File: config.mk
export PLATFORM = sky130hd
export DESIGN_NAME = id_stage
export DESIGN_NICKNAME = d
export VERILOG_FILES = /design/src/rv_decode_pkg.sv /design/src/inst_decoder.sv /design/src/imm_gen.sv /design/src/operand_forward.sv /design/src/branch_unit.sv /design/src/id_stage.sv
export VERILOG_INCLUDE_DIRS = /design/src
export SDC_FILE = /design/constraint.sdc
export NUM_CORES = 1
export LEC_CHECK = 0
export BUFFER_PORTS_ARGS = -buffer_cell sky130_fd_sc_hd__buf_2
export CAP_MARGIN = 20
export CORE_AREA = 3 3 254 256
export DETAILED_ROUTE_END_ITERATION = 10
export DIE_AREA = 0 0 257 259
export PLACE_DENSITY_LB_ADDON = 0.25
export SYNTH_ARGS = -nofsm -noshare
export SYNTH_HDL_FRONTEND = slang
export SYNTH_SLANG_ARGS = --single-unit
File: constraint.sdc
create_clock -name clk -period 33.9 [get_ports clk]
set_input_delay 3.39 -clock clk [delete_from_list [all_inputs] [get_ports clk]]
set_output_delay 3.39 -clock clk [all_outputs]
set_load 0.005 [all_outputs]
File: src/rv_decode_settings.svh
// widths and constants of the RV64I decode stage
// included by the package and by every module of the stage
`ifndef RV_DECODE_SETTINGS_SVH
`define RV_DECODE_SETTINGS_SVH

// data and address width
`define RV_XLEN 64

// instruction width
`define RV_ILEN 32

// register file address width
`define RV_REG_AW 5

// contents of the decode/execute register while in reset
`define RV_ID_EX_RST '0

`endif

File: src/rv_decode_pkg.sv
// types shared by the units of the RV64I decode stage
// operation and result-class encodings, the decoded control bundle,
// one bypass source and the decode/execute register contents
`include "rv_decode_settings.svh"

package rv_decode_pkg;

    // operation handed to execute, NOP must stay at zero
    typedef enum logic [5:0] {
        ALU_NOP, ALU_ADD, ALU_SUB, ALU_AND, ALU_OR, ALU_XOR, ALU_SLT, ALU_SLTU,
        ALU_SLL, ALU_SRL, ALU_SRA, ALU_SLLW, ALU_SRLW, ALU_SRAW, ALU_ADDW, ALU_SUBW,
        ALU_LUI, ALU_AUIPC, ALU_LB, ALU_LH, ALU_LW, ALU_LD, ALU_LBU, ALU_LHU,
        ALU_LWU, ALU_SB, ALU_SH, ALU_SW, ALU_SD, ALU_JAL, ALU_JALR, ALU_BEQ,
        ALU_BNE, ALU_BLT, ALU_BGE, ALU_BLTU, ALU_BGEU
    } alu_op_e;

    typedef enum logic [2:0] {
        SEL_NONE, SEL_LOGIC, SEL_SHIFT, SEL_ARITH, SEL_LOAD, SEL_STORE, SEL_JUMP
    } alu_sel_e;

    // SH is the zero-extended shift amount
    typedef enum logic [2:0] {
        IMM_NONE, IMM_I, IMM_SH, IMM_S, IMM_B, IMM_U, IMM_J
    } imm_fmt_e;

    typedef struct packed {
        alu_op_e               alu_op;
        alu_sel_e              alu_sel;
        logic                  we;
        logic [`RV_REG_AW-1:0] rd;
        logic                  rs1_read;
        logic                  rs2_read;
        logic [`RV_REG_AW-1:0] rs1_addr;
        logic [`RV_REG_AW-1:0] rs2_addr;
        imm_fmt_e              imm_fmt;
    } dec_ctrl_t;

    // write port of a later stage
    typedef struct packed {
        logic                  we;
        logic [`RV_REG_AW-1:0] addr;
        logic [`RV_XLEN-1:0]   data;
    } fwd_t;

    typedef struct packed {
        alu_op_e               alu_op;
        alu_sel_e              alu_sel;
        logic                  we;
        logic [`RV_REG_AW-1:0] rd;
        logic [`RV_XLEN-1:0]   op1;
        logic [`RV_XLEN-1:0]   op2;
        logic [`RV_XLEN-1:0]   imm;
        logic                  jump;
        logic [`RV_XLEN-1:0]   jump_addr;
    } id_ex_t;

endpackage

File: src/inst_decoder.sv
// RV64I instruction decoder, purely combinational
// maps opcode, funct3 and funct7 to the operation, result class, register
// addresses, read/write enables and the immediate format
`timescale 1ns/1ps
`include "rv_decode_settings.svh"

module inst_decoder import rv_decode_pkg::*; (
    input  logic [`RV_ILEN-1:0] inst_i,
    output dec_ctrl_t           ctrl_o
);

    localparam logic [6:0] OPC_LOAD   = 7'b0000011;
    localparam logic [6:0] OPC_OPIMM  = 7'b0010011;
    localparam logic [6:0] OPC_AUIPC  = 7'b0010111;
    localparam logic [6:0] OPC_OPIMMW = 7'b0011011;
    localparam logic [6:0] OPC_STORE  = 7'b0100011;
    localparam logic [6:0] OPC_OP     = 7'b0110011;
    localparam logic [6:0] OPC_LUI    = 7'b0110111;
    localparam logic [6:0] OPC_OPW    = 7'b0111011;
    localparam logic [6:0] OPC_BRANCH = 7'b1100011;
    localparam logic [6:0] OPC_JALR   = 7'b1100111;
    localparam logic [6:0] OPC_JAL    = 7'b1101111;

    logic [6:0] opcode;
    logic [2:0] funct3;
    logic [6:0] funct7;
    logic       f7_ok;
    alu_op_e    op;
    alu_sel_e   sel;
    imm_fmt_e   fmt;
    logic       wr;
    logic       rd1;
    logic       rd2;

    assign opcode = inst_i[6:0];
    assign funct3 = inst_i[14:12];
    assign funct7 = inst_i[31:25];
    // funct7 is either 0000000 or 0100000
    assign f7_ok  = (funct7 & 7'b1011111) == 7'b0;

    always_comb begin
        op = ALU_NOP;
        case (opcode)
            OPC_OP: begin
                case ({funct7[5], funct3})
                    4'b0000: op = ALU_ADD;
                    4'b1000: op = ALU_SUB;
                    4'b0001: op = ALU_SLL;
                    4'b0010: op = ALU_SLT;
                    4'b0011: op = ALU_SLTU;
                    4'b0100: op = ALU_XOR;
                    4'b0101: op = ALU_SRL;
                    4'b1101: op = ALU_SRA;
                    4'b0110: op = ALU_OR;
                    4'b0111: op = ALU_AND;
                    default: op = ALU_NOP;
                endcase
                if (!f7_ok) begin
                    op = ALU_NOP;
                end
            end
            OPC_OPW: begin
                case ({funct7[5], funct3})
                    4'b0000: op = ALU_ADDW;
                    4'b1000: op = ALU_SUBW;
                    4'b0001: op = ALU_SLLW;
                    4'b0101: op = ALU_SRLW;
                    4'b1101: op = ALU_SRAW;
                    default: op = ALU_NOP;
                endcase
                if (!f7_ok) begin
                    op = ALU_NOP;
                end
            end
            OPC_OPIMM: begin
                case (funct3)
                    3'd0: op = ALU_ADD;
                    3'd2: op = ALU_SLT;
                    3'd3: op = ALU_SLTU;
                    3'd4: op = ALU_XOR;
                    3'd6: op = ALU_OR;
                    3'd7: op = ALU_AND;
                    // 64-bit shifts use a 6-bit shamt, so funct6 is checked
                    3'd1: op = (inst_i[31:26] == 6'b000000) ? ALU_SLL : ALU_NOP;
                    default: begin
                        if (inst_i[31:26] == 6'b000000) begin
                            op = ALU_SRL;
                        end else if (inst_i[31:26] == 6'b010000) begin
                            op = ALU_SRA;
                        end
                    end
                endcase
            end
            OPC_OPIMMW: begin
                if (funct3 == 3'd0) begin
                    op = ALU_ADDW;
                end else if (funct3 == 3'd1 && funct7 == 7'b0) begin
                    op = ALU_SLLW;
                end else if (funct3 == 3'd5 && f7_ok) begin
                    op = funct7[5] ? ALU_SRAW : ALU_SRLW;
                end
            end
            OPC_LUI:   op = ALU_LUI;
            OPC_AUIPC: op = ALU_AUIPC;
            OPC_JAL:   op = ALU_JAL;
            OPC_JALR:  op = (funct3 == 3'd0) ? ALU_JALR : ALU_NOP;
            OPC_LOAD: begin
                case (funct3)
                    3'd0: op = ALU_LB;
                    3'd1: op = ALU_LH;
                    3'd2: op = ALU_LW;
                    3'd3: op = ALU_LD;
                    3'd4: op = ALU_LBU;
                    3'd5: op = ALU_LHU;
                    3'd6: op = ALU_LWU;
                    default: op = ALU_NOP;
                endcase
            end
            OPC_STORE: begin
                case (funct3)
                    3'd0: op = ALU_SB;
                    3'd1: op = ALU_SH;
                    3'd2: op = ALU_SW;
                    3'd3: op = ALU_SD;
                    default: op = ALU_NOP;
                endcase
            end
            OPC_BRANCH: begin
                case (funct3)
                    3'd0: op = ALU_BEQ;
                    3'd1: op = ALU_BNE;
                    3'd4: op = ALU_BLT;
                    3'd5: op = ALU_BGE;
                    3'd6: op = ALU_BLTU;
                    3'd7: op = ALU_BGEU;
                    default: op = ALU_NOP;
                endcase
            end
            // system, fence and unknown opcodes
            default: op = ALU_NOP;
        endcase
    end

    always_comb begin
        case (op)
            ALU_AND, ALU_OR, ALU_XOR: sel = SEL_LOGIC;
            ALU_SLL, ALU_SRL, ALU_SRA, ALU_SLLW, ALU_SRLW, ALU_SRAW: sel = SEL_SHIFT;
            ALU_ADD, ALU_SUB, ALU_SLT, ALU_SLTU, ALU_ADDW, ALU_SUBW,
            ALU_LUI, ALU_AUIPC: sel = SEL_ARITH;
            ALU_LB, ALU_LH, ALU_LW, ALU_LD, ALU_LBU, ALU_LHU, ALU_LWU: sel = SEL_LOAD;
            ALU_SB, ALU_SH, ALU_SW, ALU_SD: sel = SEL_STORE;
            ALU_JAL, ALU_JALR, ALU_BEQ, ALU_BNE, ALU_BLT, ALU_BGE,
            ALU_BLTU, ALU_BGEU: sel = SEL_JUMP;
            default: sel = SEL_NONE;
        endcase
    end

    always_comb begin
        wr  = 1'b0;
        rd1 = 1'b0;
        rd2 = 1'b0;
        fmt = IMM_NONE;
        case (opcode)
            OPC_OP, OPC_OPW: {wr, rd1, rd2} = 3'b111;
            OPC_OPIMM, OPC_OPIMMW: begin
                {wr, rd1} = 2'b11;
                fmt = (funct3 == 3'd1 || funct3 == 3'd5) ? IMM_SH : IMM_I;
            end
            OPC_LUI, OPC_AUIPC: begin
                wr  = 1'b1;
                fmt = IMM_U;
            end
            OPC_JAL: begin
                wr  = 1'b1;
                fmt = IMM_J;
            end
            OPC_JALR, OPC_LOAD: begin
                {wr, rd1} = 2'b11;
                fmt = IMM_I;
            end
            OPC_STORE: begin
                {rd1, rd2} = 2'b11;
                fmt = IMM_S;
            end
            OPC_BRANCH: begin
                {rd1, rd2} = 2'b11;
                fmt = IMM_B;
            end
            default: fmt = IMM_NONE;
        endcase
        // invalid encodings enable nothing
        if (op == ALU_NOP) begin
            {wr, rd1, rd2} = 3'b000;
            fmt = IMM_NONE;
        end
    end

    // writes to x0 are dropped here so later stages never see them
    always_comb begin
        ctrl_o.alu_op   = op;
        ctrl_o.alu_sel  = sel;
        ctrl_o.we       = wr && (inst_i[11:7] != '0);
        ctrl_o.rd       = ctrl_o.we ? inst_i[11:7] : '0;
        ctrl_o.rs1_read = rd1;
        ctrl_o.rs2_read = rd2;
        ctrl_o.rs1_addr = inst_i[19:15];
        ctrl_o.rs2_addr = inst_i[24:20];
        ctrl_o.imm_fmt  = fmt;
    end

endmodule

File: src/imm_gen.sv
// immediate generator for the RV64I formats
// gathers the scattered immediate bits and extends them to XLEN,
// sign-extended from bit 31 except for the shift amount
`timescale 1ns/1ps
`include "rv_decode_settings.svh"

module imm_gen import rv_decode_pkg::*; (
    input  logic [`RV_ILEN-1:0] inst_i,
    input  imm_fmt_e            fmt_i,
    output logic [`RV_XLEN-1:0] imm_o
);

    logic sign;

    assign sign = inst_i[31];

    always_comb begin
        case (fmt_i)
            IMM_I: begin
                imm_o = {{(`RV_XLEN-12){sign}}, inst_i[31:20]};
            end
            // 6-bit shamt, W shifts leave bit 25 clear
            IMM_SH: begin
                imm_o = {{(`RV_XLEN-6){1'b0}}, inst_i[25:20]};
            end
            IMM_S: begin
                imm_o = {{(`RV_XLEN-12){sign}}, inst_i[31:25], inst_i[11:7]};
            end
            IMM_B: begin
                imm_o = {{(`RV_XLEN-13){sign}}, inst_i[31], inst_i[7],
                         inst_i[30:25], inst_i[11:8], 1'b0};
            end
            IMM_U: begin
                imm_o = {{(`RV_XLEN-32){sign}}, inst_i[31:12], 12'b0};
            end
            IMM_J: begin
                imm_o = {{(`RV_XLEN-21){sign}}, inst_i[31], inst_i[19:12],
                         inst_i[20], inst_i[30:21], 1'b0};
            end
            default: imm_o = '0;
        endcase
    end

endmodule

File: src/operand_forward.sv
// source operand select for one register operand
// a read operand takes the execute bypass, then the memory bypass, then
// the register file; x0 is never bypassed
// an unread operand takes alt_i (immediate for rs1, zero for rs2)
`timescale 1ns/1ps
`include "rv_decode_settings.svh"

module operand_forward import rv_decode_pkg::*; (
    input  logic                  read_i,
    input  logic [`RV_REG_AW-1:0] addr_i,
    input  logic [`RV_XLEN-1:0]   rf_data_i,
    input  fwd_t                  ex_fwd_i,
    input  fwd_t                  mem_fwd_i,
    input  logic [`RV_XLEN-1:0]   alt_i,
    output logic [`RV_XLEN-1:0]   operand_o
);

    logic nonzero;
    logic ex_hit;
    logic mem_hit;

    assign nonzero = addr_i != '0;
    assign ex_hit  = nonzero && ex_fwd_i.we && (ex_fwd_i.addr == addr_i);
    assign mem_hit = nonzero && mem_fwd_i.we && (mem_fwd_i.addr == addr_i);

    // execute holds the younger result, so it wins over memory
    always_comb begin
        if (!read_i) begin
            operand_o = alt_i;
        end else if (ex_hit) begin
            operand_o = ex_fwd_i.data;
        end else if (mem_hit) begin
            operand_o = mem_fwd_i.data;
        end else begin
            operand_o = rf_data_i;
        end
    end

endmodule

File: src/branch_unit.sv
// branch resolution in decode
// compares the forwarded operands for the six conditional branches and
// produces the jump flag and target; JAL and JALR are always taken
`timescale 1ns/1ps
`include "rv_decode_settings.svh"

module branch_unit import rv_decode_pkg::*; (
    input  alu_op_e             op_i,
    input  logic [`RV_XLEN-1:0] pc_i,
    input  logic [`RV_XLEN-1:0] imm_i,
    input  logic [`RV_XLEN-1:0] rs1_i,
    input  logic [`RV_XLEN-1:0] rs2_i,
    output logic                jump_o,
    output logic [`RV_XLEN-1:0] jump_addr_o
);

    logic                eq;
    logic                lt_s;
    logic                lt_u;
    logic                taken;
    logic [`RV_XLEN-1:0] pc_target;
    logic [`RV_XLEN-1:0] reg_sum;

    assign eq        = rs1_i == rs2_i;
    assign lt_s      = $signed(rs1_i) < $signed(rs2_i);
    assign lt_u      = rs1_i < rs2_i;
    assign pc_target = pc_i + imm_i;
    assign reg_sum   = rs1_i + imm_i;

    always_comb begin
        case (op_i)
            ALU_BEQ:  taken = eq;
            ALU_BNE:  taken = !eq;
            ALU_BLT:  taken = lt_s;
            ALU_BGE:  taken = !lt_s;
            ALU_BLTU: taken = lt_u;
            ALU_BGEU: taken = !lt_u;
            ALU_JAL, ALU_JALR: taken = 1'b1;
            default:  taken = 1'b0;
        endcase
    end

    assign jump_o = taken;

    // JALR clears bit 0 of rs1 + imm
    always_comb begin
        if (!taken) begin
            jump_addr_o = '0;
        end else if (op_i == ALU_JALR) begin
            jump_addr_o = {reg_sum[`RV_XLEN-1:1], 1'b0};
        end else begin
            jump_addr_o = pc_target;
        end
    end

endmodule

File: src/id_stage.sv
// decode stage of the RV64I pipeline
// register-file requests leave combinationally from the current instruction;
// the decoded bundle reaches execute through one register, one cycle later
`timescale 1ns/1ps
`include "rv_decode_settings.svh"

module id_stage import rv_decode_pkg::*; (
    input  logic                  clk,
    input  logic                  reset_i,
    input  logic [`RV_ILEN-1:0]   inst_i,
    input  logic [`RV_XLEN-1:0]   pc_i,
    input  logic [`RV_XLEN-1:0]   reg1_data_i,
    input  logic [`RV_XLEN-1:0]   reg2_data_i,
    input  fwd_t                  ex_fwd_i,
    input  fwd_t                  mem_fwd_i,
    output logic                  reg1_read_o,
    output logic                  reg2_read_o,
    output logic [`RV_REG_AW-1:0] reg1_addr_o,
    output logic [`RV_REG_AW-1:0] reg2_addr_o,
    output id_ex_t                id_ex_o
);

    dec_ctrl_t           ctrl;
    logic [`RV_XLEN-1:0] imm;
    logic [`RV_XLEN-1:0] op1;
    logic [`RV_XLEN-1:0] op2;
    logic                jump;
    logic [`RV_XLEN-1:0] jump_addr;
    id_ex_t              id_ex_d;
    id_ex_t              id_ex_q;

    inst_decoder u_decoder (
        .inst_i (inst_i),
        .ctrl_o (ctrl)
    );

    imm_gen u_imm_gen (
        .inst_i (inst_i),
        .fmt_i  (ctrl.imm_fmt),
        .imm_o  (imm)
    );

    // operand 1 falls back to the immediate (LUI, AUIPC, JAL)
    operand_forward u_fwd_rs1 (
        .read_i    (ctrl.rs1_read),
        .addr_i    (ctrl.rs1_addr),
        .rf_data_i (reg1_data_i),
        .ex_fwd_i  (ex_fwd_i),
        .mem_fwd_i (mem_fwd_i),
        .alt_i     (imm),
        .operand_o (op1)
    );

    operand_forward u_fwd_rs2 (
        .read_i    (ctrl.rs2_read),
        .addr_i    (ctrl.rs2_addr),
        .rf_data_i (reg2_data_i),
        .ex_fwd_i  (ex_fwd_i),
        .mem_fwd_i (mem_fwd_i),
        .alt_i     ('0),
        .operand_o (op2)
    );

    branch_unit u_branch (
        .op_i        (ctrl.alu_op),
        .pc_i        (pc_i),
        .imm_i       (imm),
        .rs1_i       (op1),
        .rs2_i       (op2),
        .jump_o      (jump),
        .jump_addr_o (jump_addr)
    );

    assign reg1_read_o = ctrl.rs1_read;
    assign reg2_read_o = ctrl.rs2_read;
    assign reg1_addr_o = ctrl.rs1_addr;
    assign reg2_addr_o = ctrl.rs2_addr;

    always_comb begin
        id_ex_d.alu_op    = ctrl.alu_op;
        id_ex_d.alu_sel   = ctrl.alu_sel;
        id_ex_d.we        = ctrl.we;
        id_ex_d.rd        = ctrl.rd;
        id_ex_d.op1       = op1;
        id_ex_d.op2       = op2;
        id_ex_d.imm       = imm;
        id_ex_d.jump      = jump;
        id_ex_d.jump_addr = jump_addr;
    end

    always_ff @(posedge clk) begin
        if (reset_i) begin
            id_ex_q <= `RV_ID_EX_RST;
        end else begin
            id_ex_q <= id_ex_d;
        end
    end

    assign id_ex_o = id_ex_q;

endmodule

After elaboration in Yosys (flattened, before gate mapping)
Memories as Yosys holds them, arrays and structs flattened. A register that Yosys moved wholly into a read port is not among the register bits.
Cells that the tools add are included.
{"block": "totals", "n_memories": 2, "rom_bits": 256, "register_bits": 269, "in_bits": 366, "latch_bits": 0, "output_inout_bits": 284, "ram_bits": 0}
{"block": "classes", "eq_ne": 42, "shift": 0, "mux": 34, "magnitude_cmp": 2, "reduce_logical": 34, "n_addsub": 2, "n_mul": 0, "div": 0, "n_bitwise": 2}
{"name": "(no name shown)", "depth": 64, "word_bits": 3, "read_ports": 1, "rd_ports_with_merged_regs": 1, "wr": 0, "line_no": "inst_decoder.sv:145", "text": "case (op)"}
{"name": "(no name shown)", "depth": 16, "word_bits": 4, "read_ports": 1, "rd_ports_with_merged_regs": 0, "wr": 0, "line_no": "inst_decoder.sv:45", "text": "case ({funct7[5], funct3})"}
{"cell": "2-to-1 mux 64 bit", "n": 7}
{"cell": "case mux 64 bit (6 select lines)", "n": 1}
{"cell": "adder 64 bit", "n": 2}
{"cell": "less-than comparator 64 bit", "n": 2}
{"cell": "case mux 6 bit (11 select lines)", "n": 1}
{"cell": "== test 64 bit", "n": 1}
{"cell": "case mux 6 bit (7 select lines)", "n": 1}
{"cell": "case mux 6 bit (6 select lines)", "n": 1}
{"cell": "case mux 5 bit (7 select lines)", "n": 1}
{"cell": "== test 6 bit (second input constant)", "n": 5}
{"cell": "2-to-1 mux 6 bit", "n": 5}
{"cell": "== test 7 x 6 -> 1 bit (second input constant)", "n": 4}
{"cell": "== test 6 x 5 -> 1 bit (second input constant)", "n": 4}
{"cell": "== test 3 bit (second input constant)", "n": 7}
{"cell": "== test 7 x 5 -> 1 bit (second input constant)", "n": 3}
{"cell": "== test 7 bit (second input constant)", "n": 3}
{"cell": "== test 5 bit", "n": 4}
{"cell": "case mux 4 bit (5 select lines)", "n": 1}
{"cell": "case mux 5 bit (4 select lines)", "n": 1}
{"cell": "case mux 3 bit (6 select lines)", "n": 1}
{"cell": "nonzero test 5 bit", "n": 3}
{"cell": "logical NOT 7 bit", "n": 2}
{"cell": "== test 3 x 2 -> 1 bit (second input constant)", "n": 4}
{"cell": "logical NOT 6 bit", "n": 2}
{"cell": "22 further kinds", "n": 50}

Logic depth before layout (Yosys ltp)
Gate-level depths: netlist of run 1.
{"block": "depth", "word_depth": 16, "mapped_depth": 37}

By module
A second synthesis of run 1 with hierarchy kept.
{"block": "hier_totals", "hier_cells": 2996, "hier_area_um2": 24015.5}
{"module": "branch_unit", "seq_area_each_um2": 0.0, "area_per_inst_um2": 9849.4, "instances": 1, "cells_per_inst": 1471}
{"module": "id_stage", "seq_area_each_um2": 5445.2, "area_per_inst_um2": 7579.8, "instances": 1, "cells_per_inst": 575}
{"module": "operand_forward", "seq_area_each_um2": 0.0, "area_per_inst_um2": 2080.7, "instances": 2, "cells_per_inst": 305}
{"module": "inst_decoder", "seq_area_each_um2": 0.0, "area_per_inst_um2": 1420.1, "instances": 1, "cells_per_inst": 212}
{"module": "imm_gen", "seq_area_each_um2": 0.0, "area_per_inst_um2": 1004.7, "instances": 1, "cells_per_inst": 128}

Least setup slack after synthesis of run 1
Ideal clock, no wire load.
{"block": "synth_timing", "path_type": "in2reg", "startpoint": "input inst_i[14]", "endpoint": "register id_ex_q, in the netlist id_ex_o[56]", "path_stages": 34, "path_slack_ns": 20.032, "setup_time_ns": 0.086, "arrival_ns": 13.783, "n_path_buf": 7, "cell_sequence": "buf_2 > clkbuf_1 > clkbuf_1 > inv_1 > ha_1 > clkbuf_1 > nand2b_1 > nor3_1 > a22oi_1 > nor2_1 > a311o_1 > a211o_1 > inv_1 > ha_1 > nand3_1 > nor4_2 > buf_2 > nor3_1 > nand2_1 > clkbuf_1 > o21ai_0 > ha_1 > clkbuf_1 > a21o_1 > a21o_1 > a21o_1 > a221o_1 > a221oi_1 > o21ai_0 > a221o_1 > a21oi_1 > o21ai_0 > xnor2_1 > a211oi_1"}
{"element": "start, declared", "line_no": "id_stage.sv:10", "text": "input logic [`RV_ILEN-1:0] inst_i,"}
{"element": "end signal, assigned", "line_no": "id_stage.sv:93", "text": "id_ex_q <= `RV_ID_EX_RST;"}
{"element": "end signal, assigned", "line_no": "id_stage.sv:95", "text": "id_ex_q <= id_ex_d;"}
{"element": "end, declared", "line_no": "id_stage.sv:30", "text": "id_ex_t id_ex_q;"}

==> results.cfg, run 1 <==
[clock_tree]
cts.reportedPaths.clkPinSlew_ns = 0.06
clock-root-buffer = clkbuf_16
cts_tree = yes
clockBufferDepth = 3
hold_buffers = 0
post_cts_buffers = 0
cts_resized = 0
cts_htree_levels = 1
cts_buffers = 31
clock_sinks = 240

[sta]
fmax_mhz = 82.7
relSlewSlack_pct = 17.4
finalMaxSlewViolations = 0
tightest_slew_ns = 1.22
period_share_pct = 35.7
tns_ns = 0
grt_setup_unrepaired = no
hold_viol_final = 0
min_period_ns = 12.09
setup_viol = 0

[synthesis]
syn_avg_cell_area_um2 = 7.51
yosysUniqueCellTypes = 85
netlist_area_mm2 = 0.0208
ys.flop_type = dfxtp_1
synth_warnings = 0
syn_inst = 2770
yosysSeqAreaShare_pct = 23.1
synth_enable_flop_cells = 0
syn_nets = 3342
ys_async_sr_fraction_pct = 0
ys_ff_latch = 240

[global_routing]
grt_use_met1_pct = 34.2
busiest_layer = met2
grtUsageMet3_pct = 5.80
antenna_found_initial = 9
grt_use_total_pct = 29.3
grt_overflow = 0
grt_pass1_wl_mm = 148
grt_pass1_vias = 22510
grtUsageMet2_pct = 52.5
grt_max_degree = 77

[worst_setup_path]
crit_cells = 28
cp-start-kind = primary input
cpMaxStageDelayCell = o41ai_1
cp-startpoint = inst_i[13]
crit_end = id_ex_o[45]
cp_max_fo = 63
worstPathRequired_ns = 34.35
slowest_delay_ns = 0.97
path_buf_inv = 6
critical_path_class = primary input to flop
path_delay_family = compound AO/OA/AOI/OAI gates
worstPathArrival_ns = 12.54
end_kind = flop

[layout]
regArea_mm2 = 0.00480
final_area_mm2 = 0.0256
largest_register_ffs = 240
drive_gt1_share_pct = 23.6
nNetsFinal = 3849
multi_input_area_mm2 = 0.0148
n_fill_cell = 6596
syn_to_final_growth_pct = 22.9

[placement]
port_buffers = 649
dpl_cell_area_mm2 = 0.0244
dp_hpwl_mm = 83.1
gp_congestion = 1.02

[route]
wl_per_cell_um = 24.7
vias = 23116
route.detailed.drc = 0
drtIter0Drc = 1716
wl_mm = 102
dr.pass1.iters = 6
viasPerCell = 5.57
ant_nets = 0

[outcome]
status = finished, final reports clean

[power]
total_leakage_power_nw = 12.4
powerDensity_mw_per_mm2 = 29.9
irDropWorstVdd_uv = 42.2

[hold_path]
hp-class = primary input to flop
hold_start = inst_i[10]

[floorplanning]
die_x_um = 257
coreArea_mm2 = 0.0627
rows = 92
io_pins = 650
start_util_pct = 33.1
die_h_um = 259
dieArea_mm2 = 0.0666

[job]
max_cap_violations = 0
[cell usage after synthesis, types with 69 or more instances]
cell,number,area [um^2]
nand2_1,271,1020
o21ai_0,155,776
and2_1,77,482
xnor2_1,86,753
ha_1,204,2550
nor2_1,320,1200
clkbuf_1,131,492
a21oi_1,297,1490
dfxtp_1,240,4800
o211ai_1,87,653
mux2i_1,134,1340
inv_1,69,259
[cell usage in the layout (no fill, tap or decap), types with 15 or more instances in the layout]
cell type,instances
buf_2,648
nor2_1,319
a21oi_1,297
nand2_1,271
dfxtp_1,240
ha_1,204
o21ai_0,155
mux2i_1,134
o211ai_1,87
xnor2_1,86
and2_1,77
inv_1,68
a21o_1,61
nand3_1,56
nand4_1,51
a211oi_1,49
nor3_1,48
xor2_1,38
buf_4,32
clkbuf_16,31
o21bai_1,29
nand2b_1,26
a31oi_1,23
or3_1,19
and3_1,17
o21a_1,15
[worst min-delay path by stage]
stage,to,cells after the start
2_1_floorplan,id_ex_o[271],1
3_3_place_gp,id_ex_o[260],2
3_5_place_dp,id_ex_o[260],2
4_1_cts,id_ex_o[260],2
5_1_grt,id_ex_o[261],2
6_report,id_ex_o[260],2
[per-layer routing]
| metal | wire (um) | part of all wire, % |
|---|---|---|
| met1 | 39900 | 39 |
| met2 | 50200 | 49 |
| met3 | 7510 | 7.3 |
| met4 | 4800 | 4.7 |
| met5 | 33 | 0.032 |
[cell type report]
class	count	share of cell area, %
clock buffers	34	3.20
inverters	72	1.08
clock inverters	24	1.13
repair buffers	681	13.7
flip-flops and latches	240	18.8
multi-input cells	2251	57.9
diodes	5	0.0489
well taps	846	4.14
[cells by family (layout without fill, tap and decap cells)]
logic type / count (synthesis) / after routing / synth area share, %
AOI/OAI and AO/OA: 821 / 821 / 24.8
xor gates and xnor gates: 124 / 124 / 5.22
buffers and inverters: 279 / 811 / 5.98
and+or+nand+nor: 963 / 963 / 21.7
adders and majority gates: 206 / 206 / 12.5
DFF: 240 / 240 / 23.1
muxes: 137 / 137 / 6.72
other: 0 / 5 / 0
[power by group]
| group | switching [W] | internal (W) | total (W) |
|---|---|---|---|
| Sequential | 0.000000313 | 0.000283 | 0.000283 |
| Combinational | 0.0000712 | 0.0000466 | 0.000118 |
| Clock | 0.000154 | 0.000208 | 0.000363 |
[through the flow]
| stage | utilization [%] | instances | total power (W) | worst slack [ns] | hold WS [ns] |
|---|---|---|---|---|---|
| 2_1_floorplan | - | 2770 | 0.000352 | 20.03 | 3.49 |
| 3_3_place_gp | 38.9 | 4089 | 0.000406 | 21.37 | 3.63 |
| 3_5_place_dp | 38.9 | 4089 | 0.000406 | 21.27 | 3.63 |
| 4_1_cts | 40.7 | 4147 | 0.000769 | 21.90 | 2.98 |
| 5_1_grt | 40.7 | 4148 | 0.000793 | 21.07 | 3.02 |
| 6_report | 40.7 | 4153 | 0.000764 | 21.81 | 3.02 |
Power figures use the tool's default switching activity.
==> inputs of run 2 (changes only) <==
- ABC_AREA: not set -> 1
- CORE_AREA: 3 3 254 256 -> 3 3 252 254
- DIE_AREA: 0 0 257 259 -> 0 0 255 257
- clock period: 33.9 -> 12 ns (I/O delays scaled with it)
==> run 2 against run 1 <==
- worst hold slack worse by 2.1 ns
- global-route usage is 3.1 points higher
- flip-flop and latch count did not move
- die area is 1.5% lower
- sequential power increased to 2.8 times the previous value
- synthesized cell count is 21% higher
- clock power rose to 2.8 times the previous value
- area after synthesis increased by 4.8%
- combinational power grew to 2.8 times the previous value
- critical endpoint is now id_ex_o[29]
- largest cell class unchanged
==> results.cfg, run 2 <==
[sta]
finalMaxSlewViolations = 0
setup_viol = 0
fmax_mhz = 121
setup_ws_ns = 3.74
whs_ns = 0.880
grt_setup_unrepaired = no
period_share_pct = 68.8
tightest_slew_ns = 1.07
hold_viol_final = 0
min_period_ns = 8.26
tns_ns = 0
relSlewSlack_pct = 28.9

[worst_setup_path]
critical_path_class = primary input to flop
cp-start-kind = primary input
end_kind = flop
cpMostUsedCell = nand2_1
cpMaxStageDelayCell = buf_4
slowest_delay_ns = 0.55
worstPathRequired_ns = 12.49
worstPathArrival_ns = 8.75
cp_max_fo = 58

[job]
max_cap_violations = 0

[synthesis]
synth_area_leaders = dfxtp_1 22%, ha_1 12%, nand2_1 11%, a21oi_1 8.7%, nor2_1 6.6%
synth_enable_flop_cells = 0
yosysSeqAreaShare_pct = 22.0
synth_top_cell_area_share_pct = 22.0
ys_async_sr_fraction_pct = 0
ys_ff_latch = 240
yosysMostFrequentCell = nand2_1
syn_nets = 3934
netlist_area_mm2 = 0.0218
yosysTopAreaCell = dfxtp_1
syn_inst = 3362
yosys-top-cells-count = 652 x nand2_1, 382 x nor2_1, 377 x a21oi_1
ys.flop_type = dfxtp_1
yosysUniqueCellTypes = 63
syn_avg_cell_area_um2 = 6.48
synth_warnings = 0

[clock_tree]
cts.reportedPaths.clkPinSlew_ns = 0.06
post_cts_buffers = 0
cts_htree_levels = 1
cts_buffers = 31
clock-root-buffer = clkbuf_16
clockBufferDepth = 3
hold_buffers = 0
clock_sinks = 240
cts_tree = yes
cts_resized = 0

[floorplanning]
coreArea_mm2 = 0.0615
io_pins = 650
dieArea_mm2 = 0.0655
rows = 91
die_x_um = 255
die_h_um = 257
start_util_pct = 35.4

[layout]
nNetsFinal = 4481
n_fill_cell = 6695
syn_to_final_growth_pct = 21.9
layoutNonFillerInstCount = 4747
largest_register_ffs = 240
drive_gt1_share_pct = 20.3
multi_input_area_mm2 = 0.0148
final_cell_mix = 648 x nand2_1, 648 x buf_2, 381 x nor2_1
regArea_mm2 = 0.00480

[global_routing]
grt_pass1_wl_mm = 160
grt_pass1_vias = 24817
grt_max_degree = 89
antenna_found_initial = 34
grt_use_total_pct = 32.4
grt_overflow = 0

[route]
dr.pass1.iters = 7
route.detailed.drc = 0
vias = 26212
ant_nets = 0
drtIter0Drc = 2835
wl_per_cell_um = 23.6
wl_mm = 112
viasPerCell = 5.52

[power]
powerDensity_mw_per_mm2 = 80.6
irDropWorstVdd_uv = 107
totalPowerFinal_w = 0.00214
total_leakage_power_nw = 14.5

[placement]
dp_cells = 4665
gp_congestion = 1.03
pre_cts_ws_ns = 3.11
dp_hpwl_mm = 92.7
port_buffers = 649

[hold_path]
hp-class = primary input to flop

[outcome]
status = finished, final reports clean
-- run 2: cell types whose count changed in the layout (fill, tap and decap cells not counted), moves of 57 or more --
cell     before  now
and2_1       77    0
a21oi_1     297  377
nand2_1     271  648
nand3_1      56  224
nor2_1      319  381
mux2i_1     134   65
inv_1        68  366
xnor2_1      86   29
-- run 2: critical path, delay by kind of cell --
| kind | cells | cell delay (ns) |
|---|---|---|
| and+or+nand+nor | 21 | 2.76 |
| adders and majority gates | 3 | 1.02 |
| buffers and inverters | 10 | 2.27 |
| AOI/OAI and AO/OA | 5 | 1.38 |
-- run 2: worst paths after layout --
check,startpoint,end,depth (start not counted)
worst max-delay path,inst_i[13],id_ex_o[29],39
worst min-delay path,inst_i[11],id_ex_o[261],3
-- run 2: per-stage QoR --
step                      area (um^2)  utilization (%)
after floorplan                 21800                -
after global placement          25400             41.3
after detailed placement        25400             41.3
after CTS                       26500             43.1
after global routing            26600             43.2
final                           26600             43.2
-- run 2: routing by layer --
metal	vias to the layer above	track usage, %	part of all wire [%]
met5	-	0	0.041
met4	8	13.8	4.5
met3	201	5.26	8.2
met2	1344	51.3	45
met1	12095	43.5	43
li1	12564	-	-
-- run 2: cell families (layout without fill, tap and decap cells) --
family / Yosys count / after routing / share of synthesized area (%)
compound gates: 840 / 840 / 22.5
buf+inv: 533 / 1102 / 10.2
fa+ha+maj: 206 / 206 / 11.9
xor+xnor: 74 / 74 / 2.97
other cells: 0 / 26 / 0
simple gates: 1404 / 1404 / 27.4
flops: 240 / 240 / 22.0
mux: 65 / 65 / 2.99
-- run 2: power breakdown --
group	leakage (nW)	switching, W	internal (W)	total (W)
logic	12.1	0.000215	0.000118	0.000332
clock network	0.515	0.000407	0.000602	0.00101
registers	1.93	0.00000135	0.000800	0.000801
total	14.5	0.000623	0.00152	0.00214
-- run 2: final cells by class --
class / instances / area share (%)
multi-input cells: 2589 / 55.7
clock inverters: 16 / 0.909
clock buffers: 39 / 3.15
repair buffers: 670 / 12.8
diodes: 26 / 0.245
inverters: 377 / 5.35
flip-flops and latches: 240 / 18.1
well taps: 790 / 3.72
==> inputs of run 3 (changes only) <==
- clock period: 12 -> 7.46 ns (I/O delays scaled with it)
==> run 3 against run 2 <==
- final cell count grew 0.95%
- worst hold slack got worse by 0.40 ns
- via count up 1.4%
- combinational power grew 65%
- sequential power grew 61%
==> results.cfg, run 3 (same netlist as run 2, synthesis figures left out) <==
[clock_tree]
clockBufferDepth = 3
clock_sinks = 240
post_cts_buffers = 0
cts_resized = 0
cts_tree = yes
clock-root-buffer = clkbuf_16
hold_buffers = 0
cts_buffers = 34
cts_htree_levels = 2
cts.reportedPaths.clkPinSlew_ns = 0.06

[power]
swShare_pct = 29.3
switchingPower_w = 0.00104
powerDensity_mw_per_mm2 = 132
p_int_w = 0.00252
pwr-share-seq_pct = 36.2
clkPwrFrac_pct = 48.5
comb_power_share_pct = 15.4
totalPowerFinal_w = 0.00356
total_leakage_power_nw = 14.8
irDropWorstVdd_uv = 110

[sta]
tns_ns = 0
setup_viol = 0
min_period_ns = 7.00
hold_viol_final = 0
finalMaxSlewViolations = 0
tightest_slew_ns = 1.06
relSlewSlack_pct = 29.5
fmax_mhz = 143
grt_setup_unrepaired = no
period_share_pct = 93.9

[placement]
port_buffers = 649
dp_cells = 4706
dpl_cell_area_mm2 = 0.0258
gp_congestion = 1.01
dp_hpwl_mm = 96.2

[layout]
final_area_mm2 = 0.0270
syn_to_final_growth_pct = 23.9
largest_register_ffs = 240
layoutNonFillerInstCount = 4792
final_cell_mix = 648 x nand2_1, 648 x buf_2, 381 x nor2_1
drive_gt1_share_pct = 21.3
nNetsFinal = 4524

[worst_setup_path]
end_kind = flop
slowest_delay_ns = 0.42
cp-startpoint = inst_i[13]
critical_path_class = primary input to flop
worstPathRequired_ns = 7.92
path_delay_family = compound AO/OA/AOI/OAI gates
worstPathArrival_ns = 7.46
cpMaxStageDelayCell = ha_1
cpMostUsedCell = nand2_1
cp_max_fo = 62
path_buf_inv = 6
cp-start-kind = primary input

[global_routing]
grt_overflow = 0
grt_max_degree = 95
grt_pass1_wl_mm = 163
antenna_found_initial = 29
grt_use_total_pct = 33.2
grt_pass1_vias = 24946

[hold_path]
hp-class = primary input to flop
hold_start = inst_i[11]

[outcome]
status = finished, final reports clean

[job]
max_cap_violations = 0

[route]
met2WireLength_mm = 50.8
met1_length_mm = 48.2
drtIter0Drc = 2705
wl_mm = 114
viasPerCell = 5.55
ant_nets = 0
wl_met3_mm = 9.49
top_layer = met5
route.detailed.drc = 0
dr.pass1.iters = 6
vias = 26581
wl_per_cell_um = 23.9

[floorplanning]
rows = 91
io_pins = 650
start_util_pct = 35.4
die_x_um = 255
dieArea_mm2 = 0.0655
die_h_um = 257
coreArea_mm2 = 0.0615
==> run 3: cell types whose count changed in the layout (fill, tap and decap cells not counted), sizes merged <==
cell | previous run | this run
bufinv | 5 | 4
buf | 670 | 710
inv | 376 | 382
clkinv | 8 | 6
clkinvlp | 4 | 3
clkbuf | 39 | 42
==> run 3: cell type report <==
class                   count  area [um^2]
fillers                  6854        34500
multi-input cells        2589        14800
flip-flops and latches    240         4800
repair buffers            710         3750
inverters                 377         1420
well taps                 790          988
clock buffers              42          932
clock inverters            18          230
diodes                     26         65.1
==> run 3: metrics by stage <==
step | hold WS (ns) | util (%) | worst slack (ns)
4_1_cts | 0.456 | 43.8 | 0.535
2_1_floorplan | 0.881 | - | 0.588
5_1_grt | 0.480 | 43.9 | 0.00603
6_report | 0.482 | 43.9 | 0.457
3_3_place_gp | 1.00 | 41.9 | 0.173
3_5_place_dp | 1.00 | 41.9 | 0.0369
==> run 3: path summary, 6_finish.rpt <==
kind            to  slack, ns  cells after the start
max    id_ex_o[58]       0.46                     34
min   id_ex_o[261]       0.48                      3
==> run 3: power groups by stage <==
stage	sequential (W)	clock [W]	combinational, W
floorplan	0.00132	0	0.000278
global placement	0.00132	0	0.000538
detailed placement	0.00132	0	0.000532
CTS	0.00129	0.00175	0.000536
global route	0.00129	0.00179	0.000591
finish	0.00129	0.00173	0.000547
==> run 3: routing by layer <==
metal	up-vias	track usage, %
met1	12306	43.9
li1	12642	-
met5	-	0
met2	1369	51.7
met4	6	17.0
met3	258	5.52
